`src/qpu_exu_pkg.sv`:
```
// Execution unit decode types
package qpu_exu_pkg;

  ////////////////////////////////////////////////////////////////////////////
  // Instruction group

  typedef enum logic [1:0] {
    GRP_ALU  = 2'b00,  // Regular ALU
    GRP_BJP  = 2'b01,  // Branch compare
    GRP_RSV2 = 2'b10,
    GRP_RSV3 = 2'b11
  } exu_grp_e;

  ////////////////////////////////////////////////////////////////////////////
  // Operation field, two views of the same six bits

  // One-hot ALU operation plus operand 2 select
  typedef struct packed {
    logic add;
    logic sub;
    logic bxor;
    logic bor;
    logic band;
    logic op2imm;  // Operand 2 is the immediate
  } alu_info_t;

  // One-hot compare plus static prediction
  typedef struct packed {
    logic eq;
    logic ne;
    logic lt;    // Signed
    logic gt;    // Signed
    logic prdt;  // Predicted taken
    logic rsvd;
  } bjp_info_t;

  typedef union packed {
    alu_info_t alu;
    bjp_info_t bjp;
  } exu_op_u;

  // Decode-info word at the unit input
  typedef struct packed {
    exu_grp_e grp;
    exu_op_u  op;
  } exu_info_t;

  ////////////////////////////////////////////////////////////////////////////
  // Where a result goes

  // At most one of the write flags is set
  typedef struct packed {
    logic is_bjp;  // Commit carries branch bits
    logic wr_c;    // Classical register
    logic wr_qc;   // Quantum-classical register
    logic wr_t;    // Timing register
  } exu_route_t;

endpackage

```
`src/qpu_exu_decode.sv`:
```
// Execution unit decode
// Group select, operation view and write-back route
module qpu_exu_decode import qpu_exu_pkg::*; (
  input  exu_info_t  i_info,
  input  logic       i_ntp,
  input  logic       i_rdwen,
  input  logic       i_rd_qc,    // Top bit of rdidx
  output logic       o_is_alu,
  output exu_op_u    o_alu,
  output exu_route_t o_route,
  output logic       o_use_imm,
  output logic       o_time_op1
);

  logic is_bjp;

  assign o_is_alu = (i_info.grp == GRP_ALU);
  assign is_bjp   = (i_info.grp == GRP_BJP);

  // Pass only the view that belongs to the group
  always_comb begin
    o_alu = '0;
    case (i_info.grp)
      GRP_ALU: o_alu.alu = i_info.op.alu;
      GRP_BJP: o_alu.bjp = i_info.op.bjp;
      default: o_alu = '0;  // Reserved, nothing selected
    endcase
  end

  assign o_use_imm  = o_is_alu & i_info.op.alu.op2imm;
  assign o_time_op1 = o_is_alu & i_ntp;  // Wait adds to the time count

  ////////////////////////////////////////////////////////////////////////////
  // Write-back route

  // ntp wins over rdwen, branches write nothing
  always_comb begin
    o_route        = '0;
    o_route.is_bjp = is_bjp;
    if (o_is_alu) begin
      if (i_ntp) begin
        o_route.wr_t = 1'b1;
      end else if (i_rdwen) begin
        o_route.wr_qc = i_rd_qc;
        o_route.wr_c  = ~i_rd_qc;
      end
    end
  end

  // Dispatch only issues ALU or BJP groups to this unit
  always_comb begin
    assert (i_info.grp inside {GRP_ALU, GRP_BJP})
      else $error("exu decode: reserved group %b", i_info.grp);
  end

endmodule

```
`src/qpu_exu_dpath.sv`:
```
// Execution unit shared datapath
// One adder for ALU and branch compare
module qpu_exu_dpath import qpu_exu_pkg::*; #(
  parameter int XLEN   = 32,
  parameter int TIME_W = 24
) (
  input  logic              i_is_alu,
  input  exu_op_u           i_op,
  input  logic              i_use_imm,
  input  logic              i_time_op1,
  input  logic [XLEN-1:0]   i_rs1,
  input  logic [XLEN-1:0]   i_rs2,
  input  logic [XLEN-1:0]   i_imm,
  input  logic [TIME_W-1:0] i_time,
  output logic [XLEN-1:0]   o_res,
  output logic              o_cmp
);

  alu_info_t       alu_op;
  bjp_info_t       bjp_op;
  logic [XLEN-1:0] op1;
  logic [XLEN-1:0] op2;
  logic [XLEN-1:0] op2_add;
  logic            do_sub;
  logic [XLEN-1:0] sum;
  logic            ovf;
  logic            cmp_eq;
  logic            cmp_lt;
  logic            cmp_gt;

  assign alu_op = i_op.alu;
  assign bjp_op = i_op.bjp;

  // Operand select
  assign op1 = i_time_op1 ? XLEN'(i_time) : i_rs1;  // Zero-extended time count
  assign op2 = i_use_imm  ? i_imm : i_rs2;

  ////////////////////////////////////////////////////////////////////////////
  // Adder, subtracts for sub and every compare

  assign do_sub  = i_is_alu ? alu_op.sub : 1'b1;
  assign op2_add = do_sub ? ~op2 : op2;
  assign sum     = op1 + op2_add + XLEN'(do_sub);

  // Signed overflow of op1 - op2
  assign ovf    = (op1[XLEN-1] ^ op2[XLEN-1]) & (op1[XLEN-1] ^ sum[XLEN-1]);
  assign cmp_eq = (sum == '0);
  assign cmp_lt = sum[XLEN-1] ^ ovf;
  assign cmp_gt = ~cmp_lt & ~cmp_eq;

  assign o_cmp = ~i_is_alu & ((bjp_op.eq & cmp_eq)
                            | (bjp_op.ne & ~cmp_eq)
                            | (bjp_op.lt & cmp_lt)
                            | (bjp_op.gt & cmp_gt));

  // Result mux, one-hot and-or
  assign o_res = ({XLEN{i_is_alu & (alu_op.add | alu_op.sub)}} & sum)
               | ({XLEN{i_is_alu & alu_op.bxor}} & (op1 ^ op2))
               | ({XLEN{i_is_alu & alu_op.bor}}  & (op1 | op2))
               | ({XLEN{i_is_alu & alu_op.band}} & (op1 & op2));

  always_comb begin
    if (i_is_alu) begin
      assert ($onehot({alu_op.add, alu_op.sub, alu_op.bxor, alu_op.bor, alu_op.band}))
        else $error("exu dpath: ALU operation not one-hot");
    end
  end

endmodule

```
`src/qpu_exu_result.sv`:
```
// Execution unit result stage
// One-entry register feeding commit and write-back
module qpu_exu_result import qpu_exu_pkg::*; #(
  parameter int XLEN    = 32,
  parameter int TIME_W  = 24,
  parameter int RFIDX_W = 5,
  parameter int PC_W    = 32
) (
  input  logic               clk,
  input  logic               i_arst_n,
  // From datapath and decode
  input  logic               i_valid,
  output logic               o_ready,
  input  logic [XLEN-1:0]    i_res,
  input  logic               i_cmp,
  input  logic               i_prdt,
  input  exu_route_t         i_route,
  input  logic [PC_W-1:0]    i_pc,
  input  logic [RFIDX_W-1:0] i_rdidx,
  // Commit
  output logic               o_cmt_valid,
  input  logic               i_cmt_ready,
  output logic [PC_W-1:0]    o_cmt_pc,
  output logic               o_cmt_bjp,
  output logic               o_cmt_prdt,
  output logic               o_cmt_rslv,
  // Classical write-back
  output logic               o_cwbck_valid,
  input  logic               i_cwbck_ready,
  output logic [XLEN-1:0]    o_cwbck_data,
  output logic [RFIDX_W-1:0] o_cwbck_rdidx,
  // Quantum-classical write-back
  output logic               o_qcwbck_valid,
  input  logic               i_qcwbck_ready,
  output logic [XLEN-1:0]    o_qcwbck_data,
  output logic [RFIDX_W-1:0] o_qcwbck_rdidx,
  // Timing write-back
  output logic               o_twbck_valid,
  input  logic               i_twbck_ready,
  output logic [TIME_W-1:0]  o_twbck_data
);

  logic               full;
  logic               accept;
  logic               drain;
  logic               wb_ready;  // Ready of the one needed write-back
  logic [XLEN-1:0]    res_q;
  logic               cmp_q;
  logic               prdt_q;
  exu_route_t         route_q;
  logic [PC_W-1:0]    pc_q;
  logic [RFIDX_W-1:0] rdidx_q;

  always_comb begin
    if (route_q.wr_c)       wb_ready = i_cwbck_ready;
    else if (route_q.wr_qc) wb_ready = i_qcwbck_ready;
    else if (route_q.wr_t)  wb_ready = i_twbck_ready;
    else                    wb_ready = 1'b1;
  end

  // Leaves only when commit and its write-back go together
  assign drain   = full & i_cmt_ready & wb_ready;
  assign o_ready = ~full | drain;
  assign accept  = i_valid & o_ready;

  always_ff @(posedge clk or negedge i_arst_n) begin
    if (!i_arst_n) begin
      full <= 1'b0;
    end else if (accept | drain) begin
      full <= accept;
    end
  end

  always_ff @(posedge clk) begin
    if (accept) begin
      res_q   <= i_res;
      cmp_q   <= i_cmp;
      prdt_q  <= i_prdt;
      route_q <= i_route;
      pc_q    <= i_pc;
      rdidx_q <= i_rdidx;
    end
  end

  ////////////////////////////////////////////////////////////////////////////
  // Output ports, each valid waits on its partner's ready

  assign o_cmt_valid = full & wb_ready;
  assign o_cmt_pc    = pc_q;
  assign o_cmt_bjp   = route_q.is_bjp;
  assign o_cmt_prdt  = route_q.is_bjp & prdt_q;
  assign o_cmt_rslv  = route_q.is_bjp & cmp_q;

  assign o_cwbck_valid  = full & route_q.wr_c & i_cmt_ready;
  assign o_cwbck_data   = res_q;
  assign o_cwbck_rdidx  = rdidx_q;
  assign o_qcwbck_valid = full & route_q.wr_qc & i_cmt_ready;
  assign o_qcwbck_data  = res_q;
  assign o_qcwbck_rdidx = rdidx_q;
  assign o_twbck_valid  = full & route_q.wr_t & i_cmt_ready;
  assign o_twbck_data   = res_q[TIME_W-1:0];  // Low bits only

  a_one_wbck: assert property (@(posedge clk) disable iff (!i_arst_n)
    $onehot0({o_cwbck_valid, o_qcwbck_valid, o_twbck_valid}));

  // Entry frozen while stalled
  a_hold: assert property (@(posedge clk) disable iff (!i_arst_n)
    full && !drain |=> $stable({res_q, cmp_q, prdt_q, route_q, pc_q, rdidx_q}));

endmodule

```
`src/qpu_exu_alu.sv`:
```
// Execution unit top
// Decode, shared datapath and result stage
module qpu_exu_alu import qpu_exu_pkg::*; #(
  parameter int XLEN    = 32,
  parameter int TIME_W  = 24,  // Not above XLEN
  parameter int RFIDX_W = 5,
  parameter int PC_W    = 32
) (
  input  logic               clk,
  input  logic               i_arst_n,
  // Instruction in
  input  logic               i_valid,
  output logic               o_ready,
  input  exu_info_t          i_info,
  input  logic [XLEN-1:0]    i_rs1,
  input  logic [XLEN-1:0]    i_rs2,
  input  logic [XLEN-1:0]    i_imm,
  input  logic [TIME_W-1:0]  i_time,
  input  logic               i_ntp,
  input  logic [RFIDX_W-1:0] i_rdidx,
  input  logic               i_rdwen,
  input  logic [PC_W-1:0]    i_pc,
  // Commit
  output logic               o_cmt_valid,
  input  logic               i_cmt_ready,
  output logic [PC_W-1:0]    o_cmt_pc,
  output logic               o_cmt_bjp,
  output logic               o_cmt_prdt,
  output logic               o_cmt_rslv,
  // Write-back ports
  output logic               o_cwbck_valid,
  input  logic               i_cwbck_ready,
  output logic [XLEN-1:0]    o_cwbck_data,
  output logic [RFIDX_W-1:0] o_cwbck_rdidx,
  output logic               o_qcwbck_valid,
  input  logic               i_qcwbck_ready,
  output logic [XLEN-1:0]    o_qcwbck_data,
  output logic [RFIDX_W-1:0] o_qcwbck_rdidx,
  output logic               o_twbck_valid,
  input  logic               i_twbck_ready,
  output logic [TIME_W-1:0]  o_twbck_data
);

  logic            is_alu;
  exu_op_u         op;
  exu_route_t      route;
  logic            use_imm;
  logic            time_op1;
  logic [XLEN-1:0] res;
  logic            cmp;

  qpu_exu_decode decode_i (
    .i_info     (i_info),
    .i_ntp      (i_ntp),
    .i_rdwen    (i_rdwen),
    .i_rd_qc    (i_rdidx[RFIDX_W-1]),
    .o_is_alu   (is_alu),
    .o_alu      (op),
    .o_route    (route),
    .o_use_imm  (use_imm),
    .o_time_op1 (time_op1)
  );

  qpu_exu_dpath #(.XLEN(XLEN), .TIME_W(TIME_W)) dpath_i (
    .i_is_alu   (is_alu),
    .i_op       (op),
    .i_use_imm  (use_imm),
    .i_time_op1 (time_op1),
    .i_rs1      (i_rs1),
    .i_rs2      (i_rs2),
    .i_imm      (i_imm),
    .i_time     (i_time),
    .o_res      (res),
    .o_cmp      (cmp)
  );

  qpu_exu_result #(
    .XLEN(XLEN), .TIME_W(TIME_W), .RFIDX_W(RFIDX_W), .PC_W(PC_W)
  ) result_i (
    .clk            (clk),
    .i_arst_n       (i_arst_n),
    .i_valid        (i_valid),
    .o_ready        (o_ready),
    .i_res          (res),
    .i_cmp          (cmp),
    .i_prdt         (op.bjp.prdt),  // Branch view, used only for branches
    .i_route        (route),
    .i_pc           (i_pc),
    .i_rdidx        (i_rdidx),
    .o_cmt_valid    (o_cmt_valid),
    .i_cmt_ready    (i_cmt_ready),
    .o_cmt_pc       (o_cmt_pc),
    .o_cmt_bjp      (o_cmt_bjp),
    .o_cmt_prdt     (o_cmt_prdt),
    .o_cmt_rslv     (o_cmt_rslv),
    .o_cwbck_valid  (o_cwbck_valid),
    .i_cwbck_ready  (i_cwbck_ready),
    .o_cwbck_data   (o_cwbck_data),
    .o_cwbck_rdidx  (o_cwbck_rdidx),
    .o_qcwbck_valid (o_qcwbck_valid),
    .i_qcwbck_ready (i_qcwbck_ready),
    .o_qcwbck_data  (o_qcwbck_data),
    .o_qcwbck_rdidx (o_qcwbck_rdidx),
    .o_twbck_valid  (o_twbck_valid),
    .i_twbck_ready  (i_twbck_ready),
    .o_twbck_data   (o_twbck_data)
  );

endmodule

```
`config.mk`:
```
export PLATFORM = sky130hd
export DESIGN_NAME = qpu_exu_alu
export DESIGN_NICKNAME = d
export VERILOG_FILES = /design/src/qpu_exu_pkg.sv /design/src/qpu_exu_decode.sv /design/src/qpu_exu_dpath.sv /design/src/qpu_exu_result.sv /design/src/qpu_exu_alu.sv
export SDC_FILE = /design/constraint.sdc
export NUM_CORES = 1
export LEC_CHECK = 0
export BUFFER_PORTS_ARGS = -buffer_cell sky130_fd_sc_hd__buf_2
export CAP_MARGIN = 20
export CORE_MARGIN = 3
export CORE_UTILIZATION = 55
export DETAILED_ROUTE_END_ITERATION = 10
export PLACE_DENSITY = 0.95
export SYNTH_ARGS = -nofsm -noshare
export SYNTH_HDL_FRONTEND = slang
export SYNTH_SLANG_ARGS = --single-unit
```
`constraint.sdc`:
```
create_clock -name clk -period 13.22 [get_ports clk]
set_clock_uncertainty 0.1 [all_clocks]
set_input_delay 0.661 -clock clk [delete_from_list [all_inputs] [get_ports clk]]
set_output_delay 0.661 -clock clk [all_outputs]
set_load 0.01 [all_outputs]
```
# [After elaboration in Yosys (flattened, before gate mapping)]
# Cells that the tools add are included.
[totals] reg_bits=76 in_bits=174 output_inout_bits=138 word_cells=77
[op_classes] add_sub_neg=2 n_reduce_logical=4 mux=9 n_bitwise=51 eq_ne=1
[op_table] operator="$and 32x32->32" count=5
[op_table] operator="$or 32x32->32" count=4
[op_table] operator="$mux 32" count=3
[op_table] operator="$add 32x1->32" count=1
[op_table] operator="$add 32x32->32" count=1
[op_table] operator="$logic_not 32->1" count=1
[op_table] operator="$not 32->32" count=1
[op_table] operator="$xor 32x32->32" count=1
[op_table] operator="$and 1x1->1" count=25
[op_table] operator="$mux 6" count=1
[op_table] operator="$not 1->1" count=6
[op_table] operator="$or 1x1->1" count=6
[op_table] operator="$mux 1" count=5
[op_table] operator="$reduce_or 3->1" count=1
[op_table] operator="$xor 1x1->1" count=3
[op_table] operator="$eq 2x1->1 const B" count=1
[op_table] operator="$logic_not 2->1" count=1
[op_table] operator="$reduce_or 2->1" count=1

# [Logic depth before layout (Yosys ltp)]
# Gate-level depths: netlist of the first run.
[depth] word_depth=15 depth_mapped=19 mapped_depth_nobuf=17

# [Hierarchy]
# From an unflattened synthesis of the first run, not the netlist that was laid out.
[unflattened] hier_cells=809 hier_area_um2=7843.8
[by_module_without_submodules] mod="qpu_exu_dpath" instances=1 area_each_um2=4875.9 cells_per_inst=643 seq_area_each_um2=0.0
[by_module_without_submodules] mod="qpu_exu_result" instances=1 area_each_um2=2861.5 cells_per_inst=152 seq_area_each_um2=2277.2
[by_module_without_submodules] mod="qpu_exu_decode" instances=1 area_each_um2=106.4 cells_per_inst=14 seq_area_each_um2=0.0

# [Least setup slack after synthesis of the first run]
# OpenSTA, ideal clock, no wires.
[synth_path] kind="in2reg" start="in i_twbck_ready" end="reg result_i.cmp_q (enable)" path_stages=6 n_path_buf=0 path_slack_ps=8127 setup_ps=517 t_arrival_ps=4477 required_time_ps=12603 cell_sequence="inv_1 > a21oi_1 > a21oi_1 > o21ai_0 > a21boi_0 > nor2b_1"
[synth_between] elab_chain_cells=6
[synth_lines] item="start, declared" line="qpu_exu_alu.sv:40" rtl="input logic i_twbck_ready,"
[synth_lines] item="$mux 1" line="qpu_exu_result.sv:57" rtl="else if (route_q.wr_t) wb_ready = i_twbck_ready;"
[synth_lines] item="$mux 1" line="qpu_exu_result.sv:56" rtl="else if (route_q.wr_qc) wb_ready = i_qcwbck_ready;"
[synth_lines] item="$mux 1" line="qpu_exu_result.sv:55" rtl="if (route_q.wr_c) wb_ready = i_cwbck_ready;"
[synth_lines] item="$and 1x1->1" line="qpu_exu_result.sv:62" rtl="assign drain = full & i_cmt_ready & wb_ready;"
[synth_lines] item="$or 1x1->1" line="qpu_exu_result.sv:63" rtl="assign o_ready = ~full | drain;"
[synth_lines] item="$and 1x1->1" line="qpu_exu_result.sv:64" rtl="assign accept = i_valid & o_ready;"
[synth_lines] item="net result_i.accept" line="qpu_exu_result.sv:44" rtl="logic accept;"
[synth_lines] item="end signal, assigned" line="qpu_exu_result.sv:77" rtl="cmp_q <= i_cmp;"
[synth_lines] item="end, declared" line="qpu_exu_result.sv:48" rtl="logic cmp_q;"
# The timed path passes the listed nets, and every way through them passes these cells.
# A chain may end at the register's enable or synchronous reset.

# [Worst setup path after layout of the first run]
[layout_path] start="in i_info[6] (netlist name)" end="reg result_i.cmp_q (data pin)"
[layout_between] elab_chain_cells=15 word_cells_on_any_way=30 cone_classes="add/sub (2); eq/ne (1); mux (5); bitwise (19); reduce/logical (3)"
[layout_lines] item="start, declared" line="qpu_exu_alu.sv:14" rtl="input exu_info_t i_info,"
[layout_lines] item="parallel branches: the longest is 14 deep, another holds $add 32x32->32"
[layout_lines] item="$and 1x1->1 (*)" line="qpu_exu_dpath.sv:51" rtl="assign o_cmp = ~i_is_alu & ((bjp_op.eq & cmp_eq)"
[layout_lines] item="net cmp" line="qpu_exu_alu.sv:50" rtl="logic cmp;"
# Mark *: on every way through the listed nets, which the timed path passes.

==> results of run 1 <==
-- synthesized netlist by cell type, drive strengths merged (3+ instances only) --
| library cell | n |
|---|---|
| or3 | 6 |
| a211o | 7 |
| o21a | 6 |
| clkbuf | 37 |
| o2111a | 3 |
| a211oi | 10 |
| o21ai | 52 |
| nor4 | 3 |
| mux2i | 36 |
| a31oi | 10 |
| ha | 94 |
| a2111oi | 7 |
| o211ai | 6 |
| edfxtp | 75 |
| o22ai | 3 |
| nor3 | 11 |
| and4 | 7 |
| a221o | 11 |
| buf | 63 |
| or4 | 4 |
| a21oi | 34 |
| nor2 | 47 |
| xor2 | 37 |
| and3 | 11 |
| and2 | 10 |
| nand2 | 126 |
| xnor2 | 9 |
| nand3 | 10 |
| inv | 77 |
| nor2b | 8 |
| nand4 | 7 |
| a21o | 19 |
| a221oi | 25 |
-- what timing repair did --
action / in CTS / in global routing
resized for setup: 0 / 0
endpoints found under the hold margin: 1 / 0
hold buffers: 1 / 0
-- routing by layer --
| layer | vias up | part of all wire, % | track usage [%] |
|---|---|---|---|
| met5 | - | 0 | 0 |
| met4 | 0 | 2.4 | 9.34 |
| met3 | 57 | 8.4 | 5.26 |
| met2 | 427 | 49 | 52.8 |
| met1 | 3728 | 40 | 39.3 |
| li1 | 3713 | - | - |
-- power by group --
part	leakage [nW]	internal [mW]	switching (mW)
combinational	3.97	0.152	0.245
sequential	0.715	0.286	0.00704
clock	0.171	0.186	0.110
total	4.85	0.624	0.362
-- per-stage QoR --
stage,instance area [µm²],hold slack (ns),std cells,setup WS [ns],utilization (%)
2_1_floorplan,7980,0.265,914,8.13,-
3_3_place_gp,9230,0.337,1312,7.24,65.7
3_5_place_dp,9230,0.343,1312,7.04,65.7
4_1_cts,9580,0.382,1329,7.35,68.3
5_1_grt,9580,0.385,1329,6.82,68.3
6_report,9580,0.390,1329,7.18,68.3
-- cell type report --
type                            instances  area, µm²  share of cell area, %
Tap cell                              180        225                   2.35
Timing Repair Buffer                  319       1620                   16.9
Clock buffer                            9        225                   2.35
Multi-Input combinational cell        660       4820                   50.3
Clock inverter                          7        121                   1.27
Sequential cell                        76       2280                   23.8
Inverter                               78        293                   3.05
-- sequential cells by signal, summed over array words and instances (netlist names) --
signal / cells
result_i.cmp_q: 1
result_i.route_q: 3
result_i.o_cwbck_data: 32
result_i.full: 1
result_i.prdt_q: 1
result_i.o_cwbck_rdidx: 5
result_i.o_cmt_bjp: 1
result_i.o_cmt_pc: 32
-- kinds of logic after synthesis --
family / count (synthesis) / share of synthesized area (%)
compound gates: 217 / 19.2
xor+xnor: 47 / 5.33
fa+ha+maj: 95 / 15.0
buf+inv: 178 / 11.2
flops: 76 / 28.6
mux: 38 / 4.96
simple gates: 263 / 15.8
-- worst paths after layout --
kind,from,endpoint,slack [ns],cells past startpoint
max,i_info[6],result_i.cmp_q,7.18,18
min,i_pc[14],result_i.o_cmt_pc[14],0.39,1
max reg2reg,result_i.route_q[1],result_i.o_cmt_pc[25],10.49,6
min reg2reg,result_i.full,result_i.full,0.90,2
max in group asynchronous,i_arst_n,result_i.full,12.37,2
min in group asynchronous,i_arst_n,result_i.full,0.57,2
-- layout by cell type (no fill, tap or decap), types with 9 or more instances in the layout --
cell type  synthesis  layout
buf_2              0     311
nand2_1          125     125
ha_1              94      94
edfxtp_1          75      75
inv_1             74      74
o21ai_0           51      50
nor2_1            46      46
xor2_1            37      37
mux2i_1           35      35
a21oi_1           34      34
a221oi_1          25      25
a21o_1            19      19
a221o_1           11      11
and3_1            11      11
and2_1            10      10
nor3_1            10      10
a31oi_1           10      10
a211oi_1          10      10
nand3_1           10      10
xnor2_1            9       9
clkbuf_16          0       9
==> flow_results.xml, run 1 <==
<?xml version="1.0" encoding="UTF-8"?>
<metrics>
  <group name="critical_path">
    <metric name="worstSetupEndpointType" unit="">flop</metric>
    <metric name="crit_arrival" unit="ns">6.04</metric>
    <metric name="cp_max_fo" unit="">32</metric>
    <metric name="cp.required" unit="ns">13.23</metric>
    <metric name="path_class" unit="">in -&gt; reg</metric>
    <metric name="family_of_cells_with_the_greatest_summed_delay_on_the_critical_path" unit="">simple AND/OR/NAND/NOR gates</metric>
    <metric name="path_cells" unit="">buf_2 &gt; nor2_2 &gt; nand2_2 &gt; inv_2 &gt; mux2i_4 &gt; nand2_1 &gt; nand2_1 &gt; fa_1 &gt; nand2b_1 &gt; a211oi_1 &gt; o2111a_1 &gt; o41a_1 &gt; mux2i_1 &gt; a2111oi_0 &gt; nand2_1 &gt; nor4_2 &gt; mux2i_1 &gt; and3_1</metric>
    <metric name="critical-path-max-stage-delay" unit="ns">0.61</metric>
    <metric name="count_of_buffering_cells_on_the_critical_path_with_inverters_included" unit="">2</metric>
    <metric name="worstSetupStartpointType" unit="">input port</metric>
    <metric name="slowest_cell_on_the_critical_path" unit="">inv_2</metric>
    <metric name="critPathMostFrequentCell" unit="">nand2_1</metric>
  </group>
  <group name="synth">
    <metric name="synth_ff_type" unit="">edfxtp_1</metric>
    <metric name="ffs_latches_synth" unit="">76</metric>
    <metric name="yosys.cell_types.count" unit="">73</metric>
    <metric name="netlist.area_leader.share" unit="%">28.2</metric>
    <metric name="proportion_of_synthesized_chip_area_in_sequential_cells" unit="%">28.6</metric>
    <metric name="postSynthNetCount" unit="">1183</metric>
    <metric name="synth_enable_flop_cells" unit="">75</metric>
    <metric name="mappedNetlistArea" unit="µm²">7980</metric>
    <metric name="ys.warnings.count" unit="">0</metric>
    <metric name="syn_inst" unit="">914</metric>
    <metric name="post_syn_area_per_cell" unit="µm²">8.73</metric>
    <metric name="asyncSetResetFlopFracSynth" unit="%">1.32</metric>
    <metric name="netlist.top_cell.by_area" unit="">edfxtp_1</metric>
    <metric name="main_area_contributors_after_synthesis" unit="">edfxtp_1 (28%), ha_1 (15%), nand2_1 (5.9%)</metric>
  </group>
  <group name="sta">
    <metric name="grt_setup_unrepaired" unit="">no</metric>
    <metric name="setup-violations-final" unit="">0</metric>
    <metric name="slew_headroom" unit="%">42.8</metric>
    <metric name="timing.final.crit_period" unit="ns">6.04</metric>
    <metric name="period_utilization_post_route" unit="%">45.7</metric>
    <metric name="max_clock_freq" unit="GHz">0.166</metric>
    <metric name="tns" unit="ns">0</metric>
    <metric name="finalHoldViolCount" unit="">0</metric>
    <metric name="max_transition_viols_final" unit="">0</metric>
    <metric name="timing_worst_slew_pin_value" unit="ns">0.857</metric>
  </group>
  <group name="grt">
    <metric name="grt_first_pass_wirelength" unit="µm">39400</metric>
    <metric name="globalRouteOverflowTotal" unit="">0</metric>
    <metric name="grt_start_max_net_pins" unit="">64</metric>
    <metric name="grtUsageTotal" unit="%">30.6</metric>
    <metric name="grt_pass1_vias" unit="">7417</metric>
    <metric name="antenna_found_initial" unit="">0</metric>
  </group>
  <group name="floorplanning">
    <metric name="rows" unit="">43</metric>
    <metric name="floorplan.core_area" unit="µm²">14000</metric>
    <metric name="die-area" unit="µm²">16000</metric>
    <metric name="dieWidth" unit="µm">126</metric>
    <metric name="boundaryPins" unit="">312</metric>
    <metric name="initial_core_util" unit="%">56.8</metric>
    <metric name="die_y" unit="µm">126</metric>
  </group>
  <group name="routing">
    <metric name="drc_markers" unit="">0</metric>
    <metric name="routed_wl" unit="µm">26000</metric>
    <metric name="drt_first_iter_violations" unit="">780</metric>
    <metric name="route.antenna.remaining_nets" unit="">0</metric>
    <metric name="routed_via_count" unit="">7925</metric>
    <metric name="wire_per_inst" unit="µm">19.5</metric>
    <metric name="drt_pre_antenna_iters" unit="">5</metric>
    <metric name="detail_route.vias_per_cell" unit="">5.96</metric>
  </group>
  <group name="clocking">
    <metric name="ctsRootBufferMaster" unit="">clkbuf_16</metric>
    <metric name="h-tree-depth" unit="">3</metric>
    <metric name="worstSkewPairLatency" unit="ns">0.34</metric>
    <metric name="cts_num_sinks" unit="">76</metric>
    <metric name="cts_max_path_buffers" unit="">2</metric>
    <metric name="cts_tree" unit="">yes</metric>
    <metric name="cts.repair_timing.setup_buffer_count" unit="">0</metric>
    <metric name="clkTransAtPathRegs" unit="ns">0.07</metric>
    <metric name="number_of_buffers_inserted_during_clock_tree_synthesis" unit="">9</metric>
  </group>
  <group name="run">
    <metric name="max_cap_viol_count" unit="">0</metric>
  </group>
  <group name="place">
    <metric name="detailed_place_hpwl" unit="µm">19900</metric>
    <metric name="routability_driven_placement_congestion_ratio" unit="">0.985</metric>
    <metric name="portBuffers" unit="">311</metric>
  </group>
  <group name="pwr">
    <metric name="power" unit="mW">0.987</metric>
    <metric name="vdd_drop_max" unit="mV">0.0655</metric>
    <metric name="p_leak" unit="nW">4.85</metric>
    <metric name="p_per_area" unit="nW/µm²">103</metric>
  </group>
  <group name="outcome">
    <metric name="outcome" unit="">complete, no violations</metric>
  </group>
  <group name="worst_hold_path">
    <metric name="min-delay-path-class" unit="">in -&gt; reg</metric>
  </group>
  <group name="final_layout">
    <metric name="antenna_cells_inserted" unit="">0</metric>
    <metric name="num-fill-cells" unit="">1102</metric>
    <metric name="post_route_cells_drive_above_1_share" unit="%">30.6</metric>
    <metric name="final_nets" unit="">1413</metric>
    <metric name="syn2layout_area_growth" unit="%">20.2</metric>
  </group>
</metrics>
No activity file was read; power rests on OpenSTA's default activity.
==> inputs of run 2 (changes only) <==
--- a/config.mk
+++ b/config.mk
@@ -8,9 +8,9 @@
 export BUFFER_PORTS_ARGS = -buffer_cell sky130_fd_sc_hd__buf_2
 export CAP_MARGIN = 20
 export CORE_MARGIN = 3
-export CORE_UTILIZATION = 55
+export CORE_UTILIZATION = 46
 export DETAILED_ROUTE_END_ITERATION = 10
-export PLACE_DENSITY = 0.95
+export PLACE_DENSITY = 0.9
 export SYNTH_ARGS = -nofsm -noshare
 export SYNTH_HDL_FRONTEND = slang
 export SYNTH_SLANG_ARGS = --single-unit
==> constraint.sdc (replaced) <==
create_clock -name clk -period 4.91 [get_ports clk]
set_clock_uncertainty 0.1 [all_clocks]
set_input_delay 0.2455 -clock clk [delete_from_list [all_inputs] [get_ports clk]]
set_output_delay 0.2455 -clock clk [all_outputs]
set_load 0.01 [all_outputs]
==> run 2 against run 1 <==
  * First-iteration DRC count decreased by 7.3%
  * Non-clock buffer count increased by 71
  * Routed wire length is 6.0% higher
  * Register-to-register slack got worse by 7.7 ns
  * Critical path depth is 2 lower
  * Final cell count increased by 8.3%
  * Design area up 7.8%
  * Clock-buffer cell count is the same
==> flow_results.xml, run 2 (synthesized netlist as in run 1, its figures left out) <==
<?xml version="1.0" encoding="UTF-8"?>
<metrics>
  <group name="outcome">
    <metric name="outcome" unit="">complete, no violations</metric>
  </group>
  <group name="critical_path">
    <metric name="worstSetupStartpointType" unit="">input port</metric>
    <metric name="r2r_setup_slack" unit="ns">2.76</metric>
    <metric name="r2r_end" unit="">result_i.o_cwbck_data[26]</metric>
    <metric name="cp.required" unit="ns">4.90</metric>
    <metric name="path_class" unit="">in -&gt; reg</metric>
    <metric name="timing.reg2reg.worst_path_depth" unit="">6</metric>
    <metric name="worstReg2RegStart" unit="">result_i.route_q[1]</metric>
    <metric name="cp_max_fo" unit="">16</metric>
    <metric name="crit_arrival" unit="ns">4.61</metric>
    <metric name="worstSetupEndpointType" unit="">flop</metric>
  </group>
  <group name="grt">
    <metric name="grt_pass1_vias" unit="">7606</metric>
    <metric name="grt_start_max_net_pins" unit="">39</metric>
    <metric name="grtUsageTotal" unit="%">26.9</metric>
    <metric name="global_route.usage.met2" unit="%">47.5</metric>
    <metric name="antenna_found_initial" unit="">0</metric>
    <metric name="grt_busiest_layer" unit="">met2</metric>
    <metric name="grt_util_met3" unit="%">3.87</metric>
    <metric name="grt_first_pass_wirelength" unit="µm">39800</metric>
    <metric name="globalRouteOverflowTotal" unit="">0</metric>
    <metric name="met1_usage" unit="%">33.8</metric>
  </group>
  <group name="worst_hold_path">
    <metric name="worst_hold_path.endpoint" unit="">result_i.o_cmt_pc[0]</metric>
    <metric name="timing.hold.worst_path_depth" unit="">1</metric>
    <metric name="hp-start" unit="">i_pc[0]</metric>
    <metric name="min-delay-path-class" unit="">in -&gt; reg</metric>
  </group>
  <group name="clocking">
    <metric name="cts_tree" unit="">yes</metric>
    <metric name="worstSkewPairLatency" unit="ns">0.34</metric>
    <metric name="clkTransAtPathRegs" unit="ns">0.06</metric>
    <metric name="cts_num_sinks" unit="">76</metric>
    <metric name="h-tree-depth" unit="">3</metric>
    <metric name="cts_max_path_buffers" unit="">2</metric>
    <metric name="ctsRootBufferMaster" unit="">clkbuf_16</metric>
    <metric name="number_of_buffers_inserted_during_clock_tree_synthesis" unit="">9</metric>
  </group>
  <group name="routing">
    <metric name="drc_markers" unit="">0</metric>
    <metric name="route.antenna.remaining_nets" unit="">0</metric>
    <metric name="drt_first_iter_violations" unit="">723</metric>
    <metric name="drt_pre_antenna_iters" unit="">6</metric>
    <metric name="detail_route.vias_per_cell" unit="">5.64</metric>
    <metric name="routed_via_count" unit="">8115</metric>
    <metric name="wire_per_inst" unit="µm">19.1</metric>
    <metric name="routed_wl" unit="µm">27500</metric>
  </group>
  <group name="final_layout">
    <metric name="post_route_cells_drive_above_1_share" unit="%">31.7</metric>
    <metric name="mostFrequentLayoutCells" unit="">buf_2 (311), nand2_1 (125), ha_1 (94), edfxtp_1 (75), inv_1 (74)</metric>
    <metric name="layout.cells.most_common" unit="">buf_2</metric>
    <metric name="layout.core_utilization" unit="%">61.6</metric>
    <metric name="num-fill-cells" unit="">1388</metric>
    <metric name="final_nets" unit="">1484</metric>
    <metric name="multiInputGateArea" unit="µm²">4830</metric>
    <metric name="syn2layout_area_growth" unit="%">29.5</metric>
    <metric name="finish.instance_area" unit="µm²">10300</metric>
    <metric name="sequential_cell_area" unit="µm²">2280</metric>
    <metric name="antenna_cells_inserted" unit="">0</metric>
  </group>
  <group name="pwr">
    <metric name="p_leak" unit="nW">5.18</metric>
    <metric name="p_per_area" unit="nW/µm²">263</metric>
    <metric name="vdd_drop_max" unit="mV">0.157</metric>
    <metric name="power" unit="mW">2.72</metric>
  </group>
  <group name="floorplanning">
    <metric name="die-area" unit="µm²">19000</metric>
    <metric name="dieWidth" unit="µm">138</metric>
    <metric name="initial_core_util" unit="%">47.6</metric>
    <metric name="floorplan.core_area" unit="µm²">16800</metric>
    <metric name="rows" unit="">47</metric>
    <metric name="die_y" unit="µm">138</metric>
    <metric name="boundaryPins" unit="">312</metric>
  </group>
  <group name="sta">
    <metric name="grt_setup_unrepaired" unit="">no</metric>
    <metric name="timing.final.crit_period" unit="ns">4.62</metric>
    <metric name="period_utilization_post_route" unit="%">94.2</metric>
    <metric name="setup-violations-final" unit="">0</metric>
    <metric name="finalHoldViolCount" unit="">0</metric>
    <metric name="tns" unit="ns">0</metric>
    <metric name="max_transition_viols_final" unit="">0</metric>
    <metric name="max_clock_freq" unit="GHz">0.216</metric>
    <metric name="slew_headroom" unit="%">35.2</metric>
    <metric name="timing_worst_slew_pin_value" unit="ns">0.971</metric>
  </group>
  <group name="place">
    <metric name="detailed_place_hpwl" unit="µm">20700</metric>
    <metric name="portBuffers" unit="">311</metric>
    <metric name="placed_cell_area" unit="µm²">9610</metric>
    <metric name="routability_driven_placement_congestion_ratio" unit="">0.942</metric>
  </group>
  <group name="run">
    <metric name="max_cap_viol_count" unit="">0</metric>
  </group>
</metrics>
-- run 2: worst max-delay path by stage --
stage / startpoint / endpoint / slack [ns] / cells after the start
2_1_floorplan: result_i.route_q[1] / result_i.cmp_q / 0.13 / 5
3_3_place_gp: i_info[6] / result_i.cmp_q / 0.16 / 19
3_5_place_dp: i_info[6] / result_i.cmp_q / 0.05 / 16
4_1_cts: i_info[6] / result_i.cmp_q / 0.39 / 16
5_1_grt: i_info[6] / result_i.cmp_q / 0.03 / 16
6_report: i_info[6] / result_i.cmp_q / 0.29 / 16
-- run 2: through the flow --
stage	hold WS, ns	instances	setup slack, ns
final	0.0196	1439	0.287
after global routing	0.00503	1439	0.0324
after CTS	0.00862	1438	0.393
after detailed placement	-0.0786	1387	0.0480
after global placement	-0.0781	1387	0.157
after floorplan	-0.150	914	0.130
-- run 2: final cells by class --
type,instances,share of cell area (%)
Tap cell,220,2.67
Timing Repair Buffer,390,22.4
Clock inverter,6,1.10
Sequential cell,76,22.0
Clock buffer,9,2.18
Inverter,78,2.83
Multi-Input combinational cell,660,46.8
-- run 2: routing by layer --
layer	vias to the layer above	part of all wire, %
li1	3850	-
met4	0	2.3
met3	49	7.6
met1	3782	41
met5	-	0
met2	434	49
-- run 2: worst max-delay path, stage by stage --
cell and delay (ns):
buf_2 0.17, nor3b_4 0.32, buf_12 0.22, mux2i_1 0.38, xor2_1 0.13, ha_1 0.41, nand4_1 0.18, a211oi_1 0.45
o21ai_4 0.17, a211oi_1 0.51, or3_1 0.20, o211ai_1 0.17, mux2_2 0.33, a2111oi_0 0.41, mux2i_1 0.12, and3_1 0.18
-- run 2: timing repair --
item	CTS	global route
endpoints found under the setup margin	0	1
hold buffers	36	0
hold endpoints to repair	36	0
buffers inserted	0	0
resized for setup	0	1
-- run 2: report_power, final --
group          internal [mW]  leakage (nW)  switching [mW]  total (mW)
clock network          0.495         0.158           0.275       0.769
logic                  0.477          4.31           0.680        1.16
registers              0.770         0.715          0.0196       0.789
total                   1.74          5.18           0.974        2.72
==> inputs of run 3 (changes only) <==
--- a/config.mk
+++ b/config.mk
@@ -10,7 +10,9 @@
 export CORE_MARGIN = 3
 export CORE_UTILIZATION = 46
 export DETAILED_ROUTE_END_ITERATION = 10
+export GPL_ROUTABILITY_DRIVEN = 0
 export PLACE_DENSITY = 0.9
 export SYNTH_ARGS = -nofsm -noshare
 export SYNTH_HDL_FRONTEND = slang
+export SYNTH_HIERARCHICAL = 1
 export SYNTH_SLANG_ARGS = --single-unit
==> run 3 against run 2 <==
  * Clock power fell by 14%
  * Worst setup slack improved by 0.20 ns
  * Clock-buffer cell count did not move
  * Combinational power fell by 8%
  * Global-route usage fell by 2.0 points
  * Sequential share of layout area rose by 0.94 points
  * Flip-flop and latch count did not move
  * Largest cell class unchanged
==> flow_results.xml, run 3 <==
<?xml version="1.0" encoding="UTF-8"?>
<metrics>
  <group name="grt">
    <metric name="grt_util_met3" unit="%">4.38</metric>
    <metric name="grt_first_pass_wirelength" unit="µm">36500</metric>
    <metric name="met1_usage" unit="%">28.7</metric>
    <metric name="global_route.usage.met2" unit="%">45.2</metric>
    <metric name="grt_pass1_vias" unit="">7141</metric>
    <metric name="antenna_found_initial" unit="">1</metric>
    <metric name="grt_start_max_net_pins" unit="">76</metric>
    <metric name="globalRouteOverflowTotal" unit="">0</metric>
    <metric name="grtUsageTotal" unit="%">24.9</metric>
    <metric name="grt_busiest_layer" unit="">met2</metric>
  </group>
  <group name="synth">
    <metric name="postSynthNetCount" unit="">1076</metric>
    <metric name="netlist.area_leader.share" unit="%">28.7</metric>
    <metric name="synth_xor_xnor_area_share" unit="%">8.88</metric>
    <metric name="synth_simple_gate_area_share" unit="%">10.8</metric>
    <metric name="post_syn_area_per_cell" unit="µm²">9.70</metric>
    <metric name="netlist.top_cell.by_area" unit="">edfxtp_1</metric>
    <metric name="synth_enable_flop_cells" unit="">75</metric>
    <metric name="synth_ff_type" unit="">edfxtp_1</metric>
    <metric name="synth-adder-area-share" unit="%">15.2</metric>
    <metric name="yosys.cell_types.count" unit="">78</metric>
    <metric name="asyncSetResetFlopFracSynth" unit="%">1.32</metric>
    <metric name="main_area_contributors_after_synthesis" unit="">edfxtp_1 (29%), ha_1 (15%), mux2i_1 (6.6%)</metric>
    <metric name="largest_family_of_logic_cells_by_synthesized_area" unit="">compound AO/OA/AOI/OAI gates</metric>
    <metric name="proportion_of_synthesized_chip_area_in_sequential_cells" unit="%">29.0</metric>
    <metric name="yosysMostFrequentCell" unit="">ha_1</metric>
    <metric name="synth.top_cells.by_count" unit="">ha_1 (92), inv_1 (82), edfxtp_1 (75)</metric>
    <metric name="ys.warnings.count" unit="">6</metric>
    <metric name="synth_compound_gate_area_share" unit="%">15.8</metric>
    <metric name="synthMuxAreaShare" unit="%">8.36</metric>
    <metric name="mappedNetlistArea" unit="µm²">7840</metric>
    <metric name="syn_inst" unit="">809</metric>
    <metric name="ffs_latches_synth" unit="">76</metric>
  </group>
  <group name="sta">
    <metric name="tns" unit="ns">0</metric>
    <metric name="timing_worst_slew_pin_value" unit="ns">1.04</metric>
    <metric name="slew_headroom" unit="%">30.6</metric>
    <metric name="max_clock_freq" unit="GHz">0.226</metric>
    <metric name="setup-violations-final" unit="">0</metric>
    <metric name="finalHoldViolCount" unit="">0</metric>
    <metric name="grt_setup_unrepaired" unit="">no</metric>
    <metric name="period_utilization_post_route" unit="%">90.0</metric>
    <metric name="max_transition_viols_final" unit="">0</metric>
    <metric name="timing.final.crit_period" unit="ns">4.42</metric>
  </group>
  <group name="critical_path">
    <metric name="worstSetupEndpointType" unit="">flop</metric>
    <metric name="cp.required" unit="ns">4.89</metric>
    <metric name="count_of_buffering_cells_on_the_critical_path_with_inverters_included" unit="">2</metric>
    <metric name="cp_max_fo" unit="">18</metric>
    <metric name="crit_arrival" unit="ns">4.40</metric>
    <metric name="family_of_cells_with_the_greatest_summed_delay_on_the_critical_path" unit="">compound AO/OA/AOI/OAI gates</metric>
    <metric name="worstSetupStartpointType" unit="">input port</metric>
    <metric name="path_cells" unit="">buf_2 &gt; nor2b_1 &gt; nor2b_4 &gt; buf_12 &gt; mux2i_1 &gt; xnor2_1 &gt; ha_1 &gt; nand3_1 &gt; a211oi_1 &gt; o211ai_1 &gt; o21ai_1 &gt; a21oi_1 &gt; o21ai_0 &gt; or3b_2 &gt; o21ai_0 &gt; nand4b_1 &gt; and4b_1 &gt; mux2i_1</metric>
    <metric name="slowest_cell_on_the_critical_path" unit="">or3b_2</metric>
    <metric name="path_class" unit="">in -&gt; reg</metric>
    <metric name="critical-path-max-stage-delay" unit="ns">0.46</metric>
  </group>
  <group name="floorplanning">
    <metric name="dieWidth" unit="µm">137</metric>
    <metric name="rows" unit="">47</metric>
    <metric name="initial_core_util" unit="%">47.1</metric>
    <metric name="die_y" unit="µm">137</metric>
    <metric name="die-area" unit="µm²">18700</metric>
    <metric name="boundaryPins" unit="">312</metric>
    <metric name="floorplan.core_area" unit="µm²">16600</metric>
  </group>
  <group name="final_layout">
    <metric name="final_nets" unit="">1359</metric>
    <metric name="post_route_cells_drive_above_1_share" unit="%">33.7</metric>
    <metric name="layout.core_utilization" unit="%">59.5</metric>
    <metric name="layout.cells.most_common" unit="">buf_2</metric>
    <metric name="mostFrequentLayoutCells" unit="">buf_2 (311), ha_1 (92), inv_1 (82), edfxtp_1 (75), mux2i_1 (52)</metric>
    <metric name="num-fill-cells" unit="">1329</metric>
    <metric name="syn2layout_area_growth" unit="%">26.3</metric>
  </group>
  <group name="clocking">
    <metric name="number_of_buffers_inserted_during_clock_tree_synthesis" unit="">9</metric>
    <metric name="cts.repair_timing.setup_buffer_count" unit="">0</metric>
    <metric name="ctsRootBufferMaster" unit="">clkbuf_16</metric>
    <metric name="cts_max_path_buffers" unit="">2</metric>
    <metric name="cts_tree" unit="">yes</metric>
    <metric name="clkTransAtPathRegs" unit="ns">0.07</metric>
    <metric name="worstSkewPairLatency" unit="ns">0.32</metric>
    <metric name="cts_num_sinks" unit="">76</metric>
    <metric name="h-tree-depth" unit="">3</metric>
    <metric name="cts_resized" unit="">0</metric>
  </group>
  <group name="routing">
    <metric name="routed_via_count" unit="">7211</metric>
    <metric name="drt_pre_antenna_iters" unit="">5</metric>
    <metric name="drc_markers" unit="">0</metric>
    <metric name="detail_route.vias_per_cell" unit="">5.47</metric>
    <metric name="routed_wl" unit="µm">24400</metric>
    <metric name="wire_per_inst" unit="µm">18.5</metric>
    <metric name="route.antenna.remaining_nets" unit="">0</metric>
    <metric name="drt_first_iter_violations" unit="">577</metric>
  </group>
  <group name="pwr">
    <metric name="cellInternalPower" unit="mW">1.58</metric>
    <metric name="vdd_drop_max" unit="mV">0.196</metric>
    <metric name="power_frac_seq" unit="%">31.3</metric>
    <metric name="share_comb_of_total_power" unit="%">42.4</metric>
    <metric name="p_per_area" unit="nW/µm²">255</metric>
    <metric name="netSwitchingPower" unit="mW">0.953</metric>
    <metric name="p_clk_share" unit="%">26.2</metric>
    <metric name="p_leak" unit="nW">4.76</metric>
    <metric name="netSwitchingFraction" unit="%">37.7</metric>
  </group>
  <group name="worst_hold_path">
    <metric name="min-delay-path-class" unit="">in -&gt; reg</metric>
  </group>
  <group name="outcome">
    <metric name="outcome" unit="">complete, no violations</metric>
  </group>
  <group name="place">
    <metric name="detailed_place_hpwl" unit="µm">18600</metric>
    <metric name="portBuffers" unit="">311</metric>
  </group>
  <group name="run">
    <metric name="max_cap_viol_count" unit="">0</metric>
  </group>
</metrics>
-- run 3: changes by cell type after synthesis, sizes merged, moves of 12 or more --
cell / change
nand2: -89
mux2i: +22
clkbuf: -18
xnor2: +41
xor2: -28
buf: +12
-- run 3: what timing repair did --
action                     in CTS  in global routing
setup endpoints to repair       0                  0
hold endpoints to repair       37                  0
hold buffers                   37                  0
-- run 3: layout make-up --
class	instances	area, µm²	share of cell area [%]
multi-input cells	557	4650	46.9
flip-flops and latches	76	2280	23.0
repair buffers	366	2100	21.2
inverters	82	308	3.11
well taps	220	275	2.78
clock buffers	9	225	2.27
clock inverters	7	67.6	0.682
diodes	1	2.50	0.0253
-- run 3: worst paths after layout --
check | cells past startpoint | end | slack (ns) | startpoint
worst max register to register | 3 | result_i/o_cmt_pc[8] | 2.60 | result_i/route_q[2]
worst max-delay path | 18 | result_i/cmp_q | 0.49 | i_info[7]
max in group asynchronous | 2 | result_i/full | 4.49 | i_arst_n
worst min register to register | 2 | result_i/full | 0.54 | result_i/full
worst min-delay path | 1 | result_i/o_cwbck_rdidx[4] | 0.02 | i_rdidx[4]
min in group asynchronous | 2 | result_i/full | 0.13 | i_arst_n
-- run 3: through the flow --
| step | power [mW] | worst slack, ns | area (µm²) | hold slack (ns) | instances |
|---|---|---|---|---|---|
| 6_report | 2.53 | 0.491 | 9900 | 0.0225 | 1318 |
| 5_1_grt | 2.67 | 0.177 | 9900 | 0.00403 | 1318 |
| 4_1_cts | 2.53 | 0.582 | 9900 | 0.00701 | 1317 |
| 3_5_place_dp | 1.83 | 0.267 | 9240 | -0.0641 | 1264 |
| 3_3_place_gp | 1.80 | 0.428 | 9240 | -0.0642 | 1264 |
| 2_1_floorplan | 1.53 | 0.250 | 7840 | -0.150 | 809 |
-- run 3: logic make-up (layout without fill, tap and decap cells) --
family                     Yosys count  in the layout
and+or+nand+nor                    157            157
DFF                                 76             76
other                                0              1
xor gates and xnor gates            67             67
muxes                               60             60
buffers and inverters              176            464
adders and majority gates           95             95
AOI/OAI and AO/OA                  178            178
-- run 3: power by group through the flow --
stage | clock (mW) | sequential [mW] | combinational, mW
6_report | 0.663 | 0.793 | 1.07
4_1_cts | 0.676 | 0.793 | 1.06
2_1_floorplan | 0 | 0.825 | 0.706
3_3_place_gp | 0 | 0.806 | 0.998
3_5_place_dp | 0 | 0.807 | 1.02
5_1_grt | 0.705 | 0.797 | 1.17
-- run 3: per-layer routing --
metal / wire length, µm / up-vias
li1: - / 3404
met1: 9480 / 3382
met2: 12300 / 357
met3: 1720 / 68
met4: 821 / 0
met5: 0 / -
